## config.mk

```make
export PLATFORM = sky130hd
export DESIGN_NAME = digital_core
export DESIGN_NICKNAME = d
export VERILOG_FILES = /design/src/common/digital_core_pkg.sv /design/src/wb_crossbar/wb_target_decode.sv /design/src/wb_crossbar/wb_slave_port.sv /design/src/wb_crossbar/wb_master_resp.sv /design/src/digital_core.sv
export SDC_FILE = /design/constraint.sdc
export NUM_CORES = 1
export LEC_CHECK = 0
export ABC_AREA = 1
export ABC_CLOCK_PERIOD_IN_PS = 3100
export BUFFER_PORTS_ARGS = -buffer_cell sky130_fd_sc_hd__buf_4
export CORE_AREA = 3 3 246 248
export DETAILED_ROUTE_END_ITERATION = 7
export DIE_AREA = 0 0 249 251
export PLACE_DENSITY = 0.35
export SETUP_SLACK_MARGIN = 0.5
export SYNTH_ARGS = -nofsm -noshare
export SYNTH_HDL_FRONTEND = slang
export SYNTH_SLANG_ARGS = --single-unit
```

## constraint.sdc

```tcl
create_clock -name clk -period 3.1 [get_ports clk]
set_input_delay 0.155 -clock clk [delete_from_list [all_inputs] [get_ports clk]]
set_output_delay 0.155 -clock clk [all_outputs]
set_load 0.03 [all_outputs]
```

## src/common/digital_core_pkg.sv

```systemverilog
// Shared Wishbone types and memory map codes for the crossbar
// Bus is fixed at 32 bits with one byte enable per byte
// Only address bits 31:28 take part in the slave decode

package digital_core_pkg;

    //--------------------------------------------------
    // Bus widths
    //--------------------------------------------------
    localparam int WB_WIDTH  = 32;              // Address and data width
    localparam int SEL_WIDTH = WB_WIDTH / 8;    // One enable per byte
    localparam int TAR_WIDTH = 4;               // Region field, top nibble

    //--------------------------------------------------
    // Word types
    //--------------------------------------------------
    typedef logic [WB_WIDTH-1:0]  wb_data_t;    // Data or address word
    typedef logic [SEL_WIDTH-1:0] wb_sel_t;     // Byte enable
    typedef logic [TAR_WIDTH-1:0] wb_tar_t;     // Memory map region

    // Address word, seen raw by the slaves or as region plus offset
    // by the decoder
    typedef union packed {
        wb_data_t raw;
        struct packed {
            wb_tar_t                       tar;    // Bits 31:28
            logic [WB_WIDTH-TAR_WIDTH-1:0] ofs;    // Offset inside region
        } region;
    } wb_adr_u;

    //--------------------------------------------------
    // Memory map regions
    //--------------------------------------------------
    // 0x0xxx_xxxx  SPI flash
    // 0x1xxx_xxxx  SPI registers
    // 0x2xxx_xxxx  SDRAM
    // 0x3xxx_xxxx  Global registers
    // anything else lands on SPI
    localparam wb_tar_t MAP_SPI_FLASH = 4'h0;
    localparam wb_tar_t MAP_SPI_REG   = 4'h1;
    localparam wb_tar_t MAP_SDRAM     = 4'h2;
    localparam wb_tar_t MAP_GLBL      = 4'h3;

    //--------------------------------------------------
    // Slave port indices
    //--------------------------------------------------
    // Same order as the slave vectors on the top level
    localparam int TAR_SPIM  = 0;
    localparam int TAR_SDRAM = 1;
    localparam int TAR_GLBL  = 2;

endpackage : digital_core_pkg

```

## src/wb_crossbar/wb_target_decode.sv

```systemverilog
`timescale 1ns/1ps
// Address decode for every master, one request bit per slave
// Memory map is fixed, so NUM_SLAVES must stay at 3
// Regions 4 to 15 fall back to the SPI slave

module wb_target_decode #(
    parameter int NUM_MASTERS = 3,
    parameter int NUM_SLAVES  = 3
) (
    input  logic [NUM_MASTERS-1:0]                       mst_stb_i,  // Master strobes
    input  digital_core_pkg::wb_adr_u [NUM_MASTERS-1:0]  mst_adr_i,  // Master addresses
    output logic [NUM_SLAVES-1:0][NUM_MASTERS-1:0]       slv_req_o   // Per slave, per master
);

    //--------------------------------------------------
    // Per master region lookup
    //--------------------------------------------------
    for (genvar m = 0; m < NUM_MASTERS; m++) begin : g_mst

        logic [NUM_SLAVES-1:0] hit;    // One-hot target of this master

        always_comb begin
            hit = '0;
            case (mst_adr_i[m].region.tar)
                digital_core_pkg::MAP_SPI_FLASH,
                digital_core_pkg::MAP_SPI_REG: begin
                    hit[digital_core_pkg::TAR_SPIM] = 1'b1;    // Flash and SPI regs
                end
                digital_core_pkg::MAP_SDRAM: begin
                    hit[digital_core_pkg::TAR_SDRAM] = 1'b1;
                end
                digital_core_pkg::MAP_GLBL: begin
                    hit[digital_core_pkg::TAR_GLBL] = 1'b1;
                end
                default: begin
                    // Unmapped space still needs an owner
                    hit[digital_core_pkg::TAR_SPIM] = 1'b1;
                end
            endcase
        end

        // Gate with strobe, so an idle master asks for nothing
        for (genvar s = 0; s < NUM_SLAVES; s++) begin : g_slv
            assign slv_req_o[s][m] = mst_stb_i[m] & hit[s];
        end

    end

endmodule : wb_target_decode

```

## src/wb_crossbar/wb_slave_port.sv

```systemverilog
`timescale 1ns/1ps
// Round-robin arbiter and request mux in front of one slave
// Grant lives from the edge after a request to the edge after ack or err
// Slave cyc is a copy of stb, no lock across back-to-back transfers
// One idle cycle at least between two grants

module wb_slave_port #(
    parameter int NUM_MASTERS = 3
) (
    input  logic                                          clk,
    input  logic                                          arst_n_i,
    input  logic [NUM_MASTERS-1:0]                        req_i,      // Decoded requests
    input  digital_core_pkg::wb_adr_u  [NUM_MASTERS-1:0]  mst_adr_i,
    input  digital_core_pkg::wb_data_t [NUM_MASTERS-1:0]  mst_dat_i,
    input  digital_core_pkg::wb_sel_t  [NUM_MASTERS-1:0]  mst_sel_i,
    input  logic [NUM_MASTERS-1:0]                        mst_we_i,
    input  logic                                          slv_ack_i,
    input  logic                                          slv_err_i,
    output logic                                          slv_stb_o,
    output logic                                          slv_cyc_o,
    output logic                                          slv_we_o,
    output digital_core_pkg::wb_data_t                    slv_adr_o,
    output digital_core_pkg::wb_data_t                    slv_dat_o,
    output digital_core_pkg::wb_sel_t                     slv_sel_o,
    output logic [NUM_MASTERS-1:0]                        grant_o     // One-hot owner
);

    localparam int IW = (NUM_MASTERS > 1) ? $clog2(NUM_MASTERS) : 1;

    logic [NUM_MASTERS-1:0] grant_q;     // Current owner, one-hot
    logic [IW-1:0]          last_q;      // Index of current or last owner
    logic [NUM_MASTERS-1:0] pick_oh;     // Next owner, one-hot
    logic [IW-1:0]          pick_idx;    // Next owner, index
    logic                   busy;        // Grant held
    logic                   hold;        // Owner still asking
    logic                   done;        // Slave has replied

    assign busy = |grant_q;
    assign hold = |(grant_q & req_i);
    assign done = slv_ack_i | slv_err_i;

    //--------------------------------------------------
    // Round-robin pick
    //--------------------------------------------------
    // Search starts one past the last owner and wraps
    always_comb begin : p_rr
        int idx;
        pick_oh  = '0;
        pick_idx = last_q;
        for (int k = 1; k <= NUM_MASTERS; k++) begin
            idx = (int'(last_q) + k) % NUM_MASTERS;
            if (req_i[idx] && (pick_oh == '0)) begin
                pick_oh[idx] = 1'b1;    // First requester wins
                pick_idx     = IW'(idx);
            end
        end
    end

    //--------------------------------------------------
    // Grant register
    //--------------------------------------------------
    always_ff @(posedge clk or negedge arst_n_i) begin
        if (!arst_n_i) begin
            grant_q <= '0;
            last_q  <= IW'(NUM_MASTERS - 1);    // Master 0 goes first
        end else if (busy) begin
            // Release on reply, or when the owner withdrew
            if (done || !hold) begin
                grant_q <= '0;
            end
        end else if (|req_i) begin
            grant_q <= pick_oh;
            last_q  <= pick_idx;    // Also the mux select below
        end
    end

    //--------------------------------------------------
    // Request mux toward the slave
    //--------------------------------------------------
    assign slv_stb_o = hold;
    assign slv_cyc_o = hold;                       // Follows stb
    assign slv_adr_o = mst_adr_i[last_q].raw;      // Full address, not just offset
    assign slv_dat_o = mst_dat_i[last_q];
    assign slv_sel_o = mst_sel_i[last_q];
    assign slv_we_o  = mst_we_i[last_q];
    assign grant_o   = grant_q;

    //--------------------------------------------------
    // Checks
    //--------------------------------------------------
    // Never two owners on one slave
    a_grant_onehot : assert property (
        @(posedge clk) disable iff (!arst_n_i)
        $onehot0(grant_q)
    ) else $error("slave port grant not one-hot: %b", grant_q);

    // Strobe only under a grant that matches the mux select
    a_stb_granted : assert property (
        @(posedge clk) disable iff (!arst_n_i)
        slv_stb_o |-> (grant_q == (NUM_MASTERS'(1) << last_q))
    ) else $error("slave stb with grant %b off select %0d", grant_q, last_q);

    // Slave bus frozen while the slave holds off ack
    a_grant_stable : assert property (
        @(posedge clk) disable iff (!arst_n_i)
        (slv_stb_o && !done) |=> $stable(grant_q)
    ) else $error("grant moved during a wait state");

endmodule : wb_slave_port

```

## src/wb_crossbar/wb_master_resp.sv

```systemverilog
`timescale 1ns/1ps
// Routes slave data, ack and err back to the owning master
// Purely combinational, same cycle as the slave reply
// A master with no grant sees zero data and no ack or err

module wb_master_resp #(
    parameter int NUM_MASTERS = 3,
    parameter int NUM_SLAVES  = 3
) (
    input  logic [NUM_SLAVES-1:0][NUM_MASTERS-1:0]        grant_i,     // Grant per slave
    input  digital_core_pkg::wb_data_t [NUM_SLAVES-1:0]   slv_dat_i,
    input  logic [NUM_SLAVES-1:0]                         slv_ack_i,
    input  logic [NUM_SLAVES-1:0]                         slv_err_i,
    output digital_core_pkg::wb_data_t [NUM_MASTERS-1:0]  mst_dat_o,
    output logic [NUM_MASTERS-1:0]                        mst_ack_o,
    output logic [NUM_MASTERS-1:0]                        mst_err_o
);

    //--------------------------------------------------
    // Per master return path
    //--------------------------------------------------
    for (genvar m = 0; m < NUM_MASTERS; m++) begin : g_mst

        logic [NUM_SLAVES-1:0]      owner;    // Slaves granting this master
        digital_core_pkg::wb_data_t dat;      // AND-OR data mux

        // Transpose grants into this master's column
        for (genvar s = 0; s < NUM_SLAVES; s++) begin : g_col
            assign owner[s] = grant_i[s][m];
        end

        always_comb begin
            dat = '0;
            for (int s = 0; s < NUM_SLAVES; s++) begin
                dat |= slv_dat_i[s] & {digital_core_pkg::WB_WIDTH{owner[s]}};
            end
        end

        assign mst_dat_o[m] = dat;
        assign mst_ack_o[m] = |(owner & slv_ack_i);
        assign mst_err_o[m] = |(owner & slv_err_i);    // Only the owner sees err

        // A master waits on one slave at a time, so two grants
        // point at a decode or arbiter fault
        always_comb begin
            a_single_owner : assert #0 ($onehot0(owner))
                else $error("master %0d granted by slaves %b", m, owner);
        end

    end

endmodule : wb_master_resp

```

## src/digital_core.sv

```systemverilog
`timescale 1ns/1ps
// Wishbone crossbar of the digital core, three masters onto three slaves
// Master order is imem, dmem, ext; slave order is SPI, SDRAM, global regs
// NUM_SLAVES is tied to the memory map and must stay at 3
// No retry, no burst, classic stb/ack handshake only

module digital_core #(
    parameter int NUM_MASTERS = 3,
    parameter int NUM_SLAVES  = 3
) (
    input  logic                                          clk,         // System clock
    input  logic                                          arst_n_i,

    //--------------------------------------------------
    // Master side
    //--------------------------------------------------
    input  logic [NUM_MASTERS-1:0]                        mst_stb_i,   // Strobe, also cyc
    input  logic [NUM_MASTERS-1:0]                        mst_we_i,
    input  digital_core_pkg::wb_data_t [NUM_MASTERS-1:0]  mst_adr_i,
    input  digital_core_pkg::wb_data_t [NUM_MASTERS-1:0]  mst_dat_i,   // Write data
    input  digital_core_pkg::wb_sel_t  [NUM_MASTERS-1:0]  mst_sel_i,
    output digital_core_pkg::wb_data_t [NUM_MASTERS-1:0]  mst_dat_o,   // Read data
    output logic [NUM_MASTERS-1:0]                        mst_ack_o,
    output logic [NUM_MASTERS-1:0]                        mst_err_o,

    //--------------------------------------------------
    // Slave side
    //--------------------------------------------------
    output logic [NUM_SLAVES-1:0]                         slv_stb_o,
    output logic [NUM_SLAVES-1:0]                         slv_cyc_o,
    output logic [NUM_SLAVES-1:0]                         slv_we_o,
    output digital_core_pkg::wb_data_t [NUM_SLAVES-1:0]   slv_adr_o,
    output digital_core_pkg::wb_data_t [NUM_SLAVES-1:0]   slv_dat_o,   // Write data
    output digital_core_pkg::wb_sel_t  [NUM_SLAVES-1:0]   slv_sel_o,
    input  digital_core_pkg::wb_data_t [NUM_SLAVES-1:0]   slv_dat_i,   // Read data
    input  logic [NUM_SLAVES-1:0]                         slv_ack_i,
    input  logic [NUM_SLAVES-1:0]                         slv_err_i
);

    logic [NUM_SLAVES-1:0][NUM_MASTERS-1:0] slv_req_w;    // Decoded requests
    logic [NUM_SLAVES-1:0][NUM_MASTERS-1:0] grant_w;      // Arbiter owners

    //--------------------------------------------------
    // Address decode
    //--------------------------------------------------
    wb_target_decode #(
        .NUM_MASTERS (NUM_MASTERS),
        .NUM_SLAVES  (NUM_SLAVES)
    ) u_target_decode (
        .mst_stb_i   (mst_stb_i),
        .mst_adr_i   (mst_adr_i),    // Seen as region view inside
        .slv_req_o   (slv_req_w)
    );

    //--------------------------------------------------
    // One arbiter per slave
    //--------------------------------------------------
    for (genvar s = 0; s < NUM_SLAVES; s++) begin : g_slv
        wb_slave_port #(
            .NUM_MASTERS (NUM_MASTERS)
        ) u_slave_port (
            .clk         (clk),
            .arst_n_i    (arst_n_i),
            .req_i       (slv_req_w[s]),
            .mst_adr_i   (mst_adr_i),
            .mst_dat_i   (mst_dat_i),
            .mst_sel_i   (mst_sel_i),
            .mst_we_i    (mst_we_i),
            .slv_ack_i   (slv_ack_i[s]),
            .slv_err_i   (slv_err_i[s]),
            .slv_stb_o   (slv_stb_o[s]),
            .slv_cyc_o   (slv_cyc_o[s]),
            .slv_we_o    (slv_we_o[s]),
            .slv_adr_o   (slv_adr_o[s]),
            .slv_dat_o   (slv_dat_o[s]),
            .slv_sel_o   (slv_sel_o[s]),
            .grant_o     (grant_w[s])
        );
    end

    //--------------------------------------------------
    // Response return
    //--------------------------------------------------
    wb_master_resp #(
        .NUM_MASTERS (NUM_MASTERS),
        .NUM_SLAVES  (NUM_SLAVES)
    ) u_master_resp (
        .grant_i     (grant_w),
        .slv_dat_i   (slv_dat_i),
        .slv_ack_i   (slv_ack_i),
        .slv_err_i   (slv_err_i),
        .mst_dat_o   (mst_dat_o),
        .mst_ack_o   (mst_ack_o),
        .mst_err_o   (mst_err_o)
    );

endmodule : digital_core

```

==> results.toml <==
[layout]
fin_util = 0.225
multi_input_area_um2 = 6140
final_nets = 2441
area_growth_pct = 70.6
nFillCells = 6851
fin_area_um2 = 13200
fin_cells = 2890
drive_above_1_share = 0.338
seq_area_um2 = 394

[power_and_ir_drop]
ir_drop_uv = 554
leakage_nw = 6.61
p_per_area_nw_per_um2 = 1160
power_mw = 15.4

[placement]
dp_hpwl_mm = 48.5
dpl_cell_area_um2 = 13100
dp_slack_ps = 659
gp_congestion = 0.854
port_buffers = 628
place_inst = 2881

[yosys]
synth.most_common_cell = "o21ai_0"
synthFlopType = "dfrtp_1"
synth.distinct_cells = 34
synth-compound-area-share = 0.434
netlist.area_leader.share = 0.274
synth_common_cells = "425 x o21ai_0, 398 x nand2_1, 209 x a21oi_1, 180 x inv_1, 128 x nand3_1"
syn-num-nets = 1921
async_flop_share = 1.00
synthCells = 1595
synth_top_family_by_area = "compound AO/OA/AOI/OAI gates"
synthXorXnorAreaFrac = 0
ys_ff_latch = 15
syn_area_um2 = 7750
synthSimpleGateAreaFrac = 0.338
synth_edf_count = 0
synth_seq_area_share = 0.0489
synth_area_per_cell_um2 = 4.86
synth.largest_area_cell = "o21ai_0"
yosys_warnings = 0
synthAdderAreaFrac = 0.0194
yosys-top-cells-area = "o21ai_0 27%, nand2_1 19%, a21oi_1 13%"
muxShareOfSynthArea = 0

[clock_tree]
cts_root_buf = "clkbuf_16"
insertion_delay_ps = 260
clock_sinks = 15
cts_buffers = 3
cts_buffer_depth = 2
htreeDepth = 1
cts_tree = "done"
postCtsSetupBuffers = 0
clkTransAtPathRegs_ps = 50

[min_path]
min_from = "slv_ack_i[0]"
hold_path.class = "in -> reg"
holdPathEnd = "g_slv[0].u_slave_port.grant_o[0]"
whs_path_depth = 4

[global_routing]
grt_max_degree = 140
grt_pass1_wl_mm = 90.0
grt_pass1_vias = 13100
antenna_found_initial = 7
grt_usage = 0.187
overflow = 0

[detailed_routing]
drtIter0Drc = 715
ant_nets = 0
vias = 13300
drc_errors = 0
viasPerCell = 4.60
finalWirelength_mm = 62.4
wire_per_inst_um = 21.6
drtPass1Iterations = 5

[die]
die_h_um = 251
pin_count = 629
fp-row-count = 89
die-area_um2 = 62500
coreArea_um2 = 58700
start_util = 0.132
die_x_um = 249

[sta]
setup_violations = 0
fmax_ghz = 0.407
hold_viol_final = 0
setup_total_negative_slack_ps = 0
max-slew-margin-rel = 0.313
layout_setup_ws_ps = 640
worst_clock_skew_ps = 0.832
whs_ps = 253
worst_slew_pin_slew_ps = 1030
fin_crit_sh = 0.794
slew_viol_final = 0
rsz0062_at_grt = "no"
fin_crit_ps = 2460

[worst_setup_path]
r2r_slack_ps = 710
critPathMaxStageDelay_ps = 710
crit_required_ps = 2940
worst-path-max-fanout = 68
start_kind = "flip-flop"
worstRegToRegCells = 13
worstReg2RegEnd = "g_slv[1].u_slave_port.last_q[0]"
reg2reg_from = "g_slv[1].u_slave_port.last_q[1]"
cp-end-kind = "output pin"
path_class = "reg -> out"
cp_cell_sequence = "buf_4 > a21oi_1 > o21ai_0 > o21ai_0 > buf_4"
crit_slowest_cell = "buf_4"
worstPathArrival_ps = 2310

[outcome]
status = "finished clean"

[flow_run]
cap_viol_max_count = 0
[what timing repair did]
action | in CTS | in global routing
hold buffers | 1 | 0
endpoints found under the setup margin | 0 | 5
hold endpoints to repair | 12 | 0
resized for setup | 0 | 6
[where the power goes]
part           switching, mW  internal (mW)  total (mW)
clock                 0.0967          0.175       0.272
sequential             0.227          0.287       0.514
combinational           10.0           4.55        14.6
total                   10.4           5.01        15.4
[logic make-up (layout without fill, tap and decap cells)]
family	after synthesis	after routing
flops	15	15
buf+inv	320	839
other cells	0	3
compound gates	657	657
fa+ha+maj	12	12
simple gates	591	591
[worst max-delay path, delay by kind of cell, from the launching register on]
family	cells	cell delay, ps
buf+inv	2	910
compound gates	3	400
flops	1	650
[state kept, by name, summed over array words and instances (netlist names)]
name	flops
g_slv.u_slave_port.last_q	6
g_slv.u_slave_port.grant_o	9
[how the worst max path moves through the flow]
stage                                          from                         endpoint  slack [ps]
floorplan           g_slv[2].u_slave_port.last_q[1]  g_slv[2].u_slave_port.last_q[0]         510
global placement    g_slv[2].u_slave_port.last_q[0]  g_slv[2].u_slave_port.last_q[0]         630
finish              g_slv[1].u_slave_port.last_q[1]                    slv_dat_o[46]         640
global route        g_slv[2].u_slave_port.last_q[0]  g_slv[2].u_slave_port.last_q[0]         510
CTS                 g_slv[2].u_slave_port.last_q[1]                    slv_adr_o[92]         500
detailed placement  g_slv[2].u_slave_port.last_q[0]  g_slv[2].u_slave_port.last_q[0]         660
[area by class of cell]
cell class | instances | area share
timing repair buffer | 651 | 0.373
timing repair inverter | 1 | 0.000378
inverter | 183 | 0.0528
clock buffer | 4 | 0.00596
multi-input combinational | 1260 | 0.465
sequential | 15 | 0.0298
tap | 773 | 0.0731
antenna | 3 | 0.000568
[cells in the final DEF (no fill, tap or decap), drive strengths merged, types with 4 or more instances in the layout]
master,count
buf,650
nor2,26
nand3,137
nand4,13
ha,12
nand2,409
o21ai,431
a21oi,213
inv,181
dfrtp,12
nor3,4
clkbuf,4
o221ai,8
[metal layers]
layer / vias to the layer above / global-route usage / wire length [um]
met2: 578 / 0.323 / 29900
met4: 10 / 0.0440 / 1490
met5: - / 0 / 55
li1: 6372 / - / -
met1: 6271 / 0.226 / 25400
met3: 64 / 0.0589 / 5530
Power figures use the tool's default switching activity.
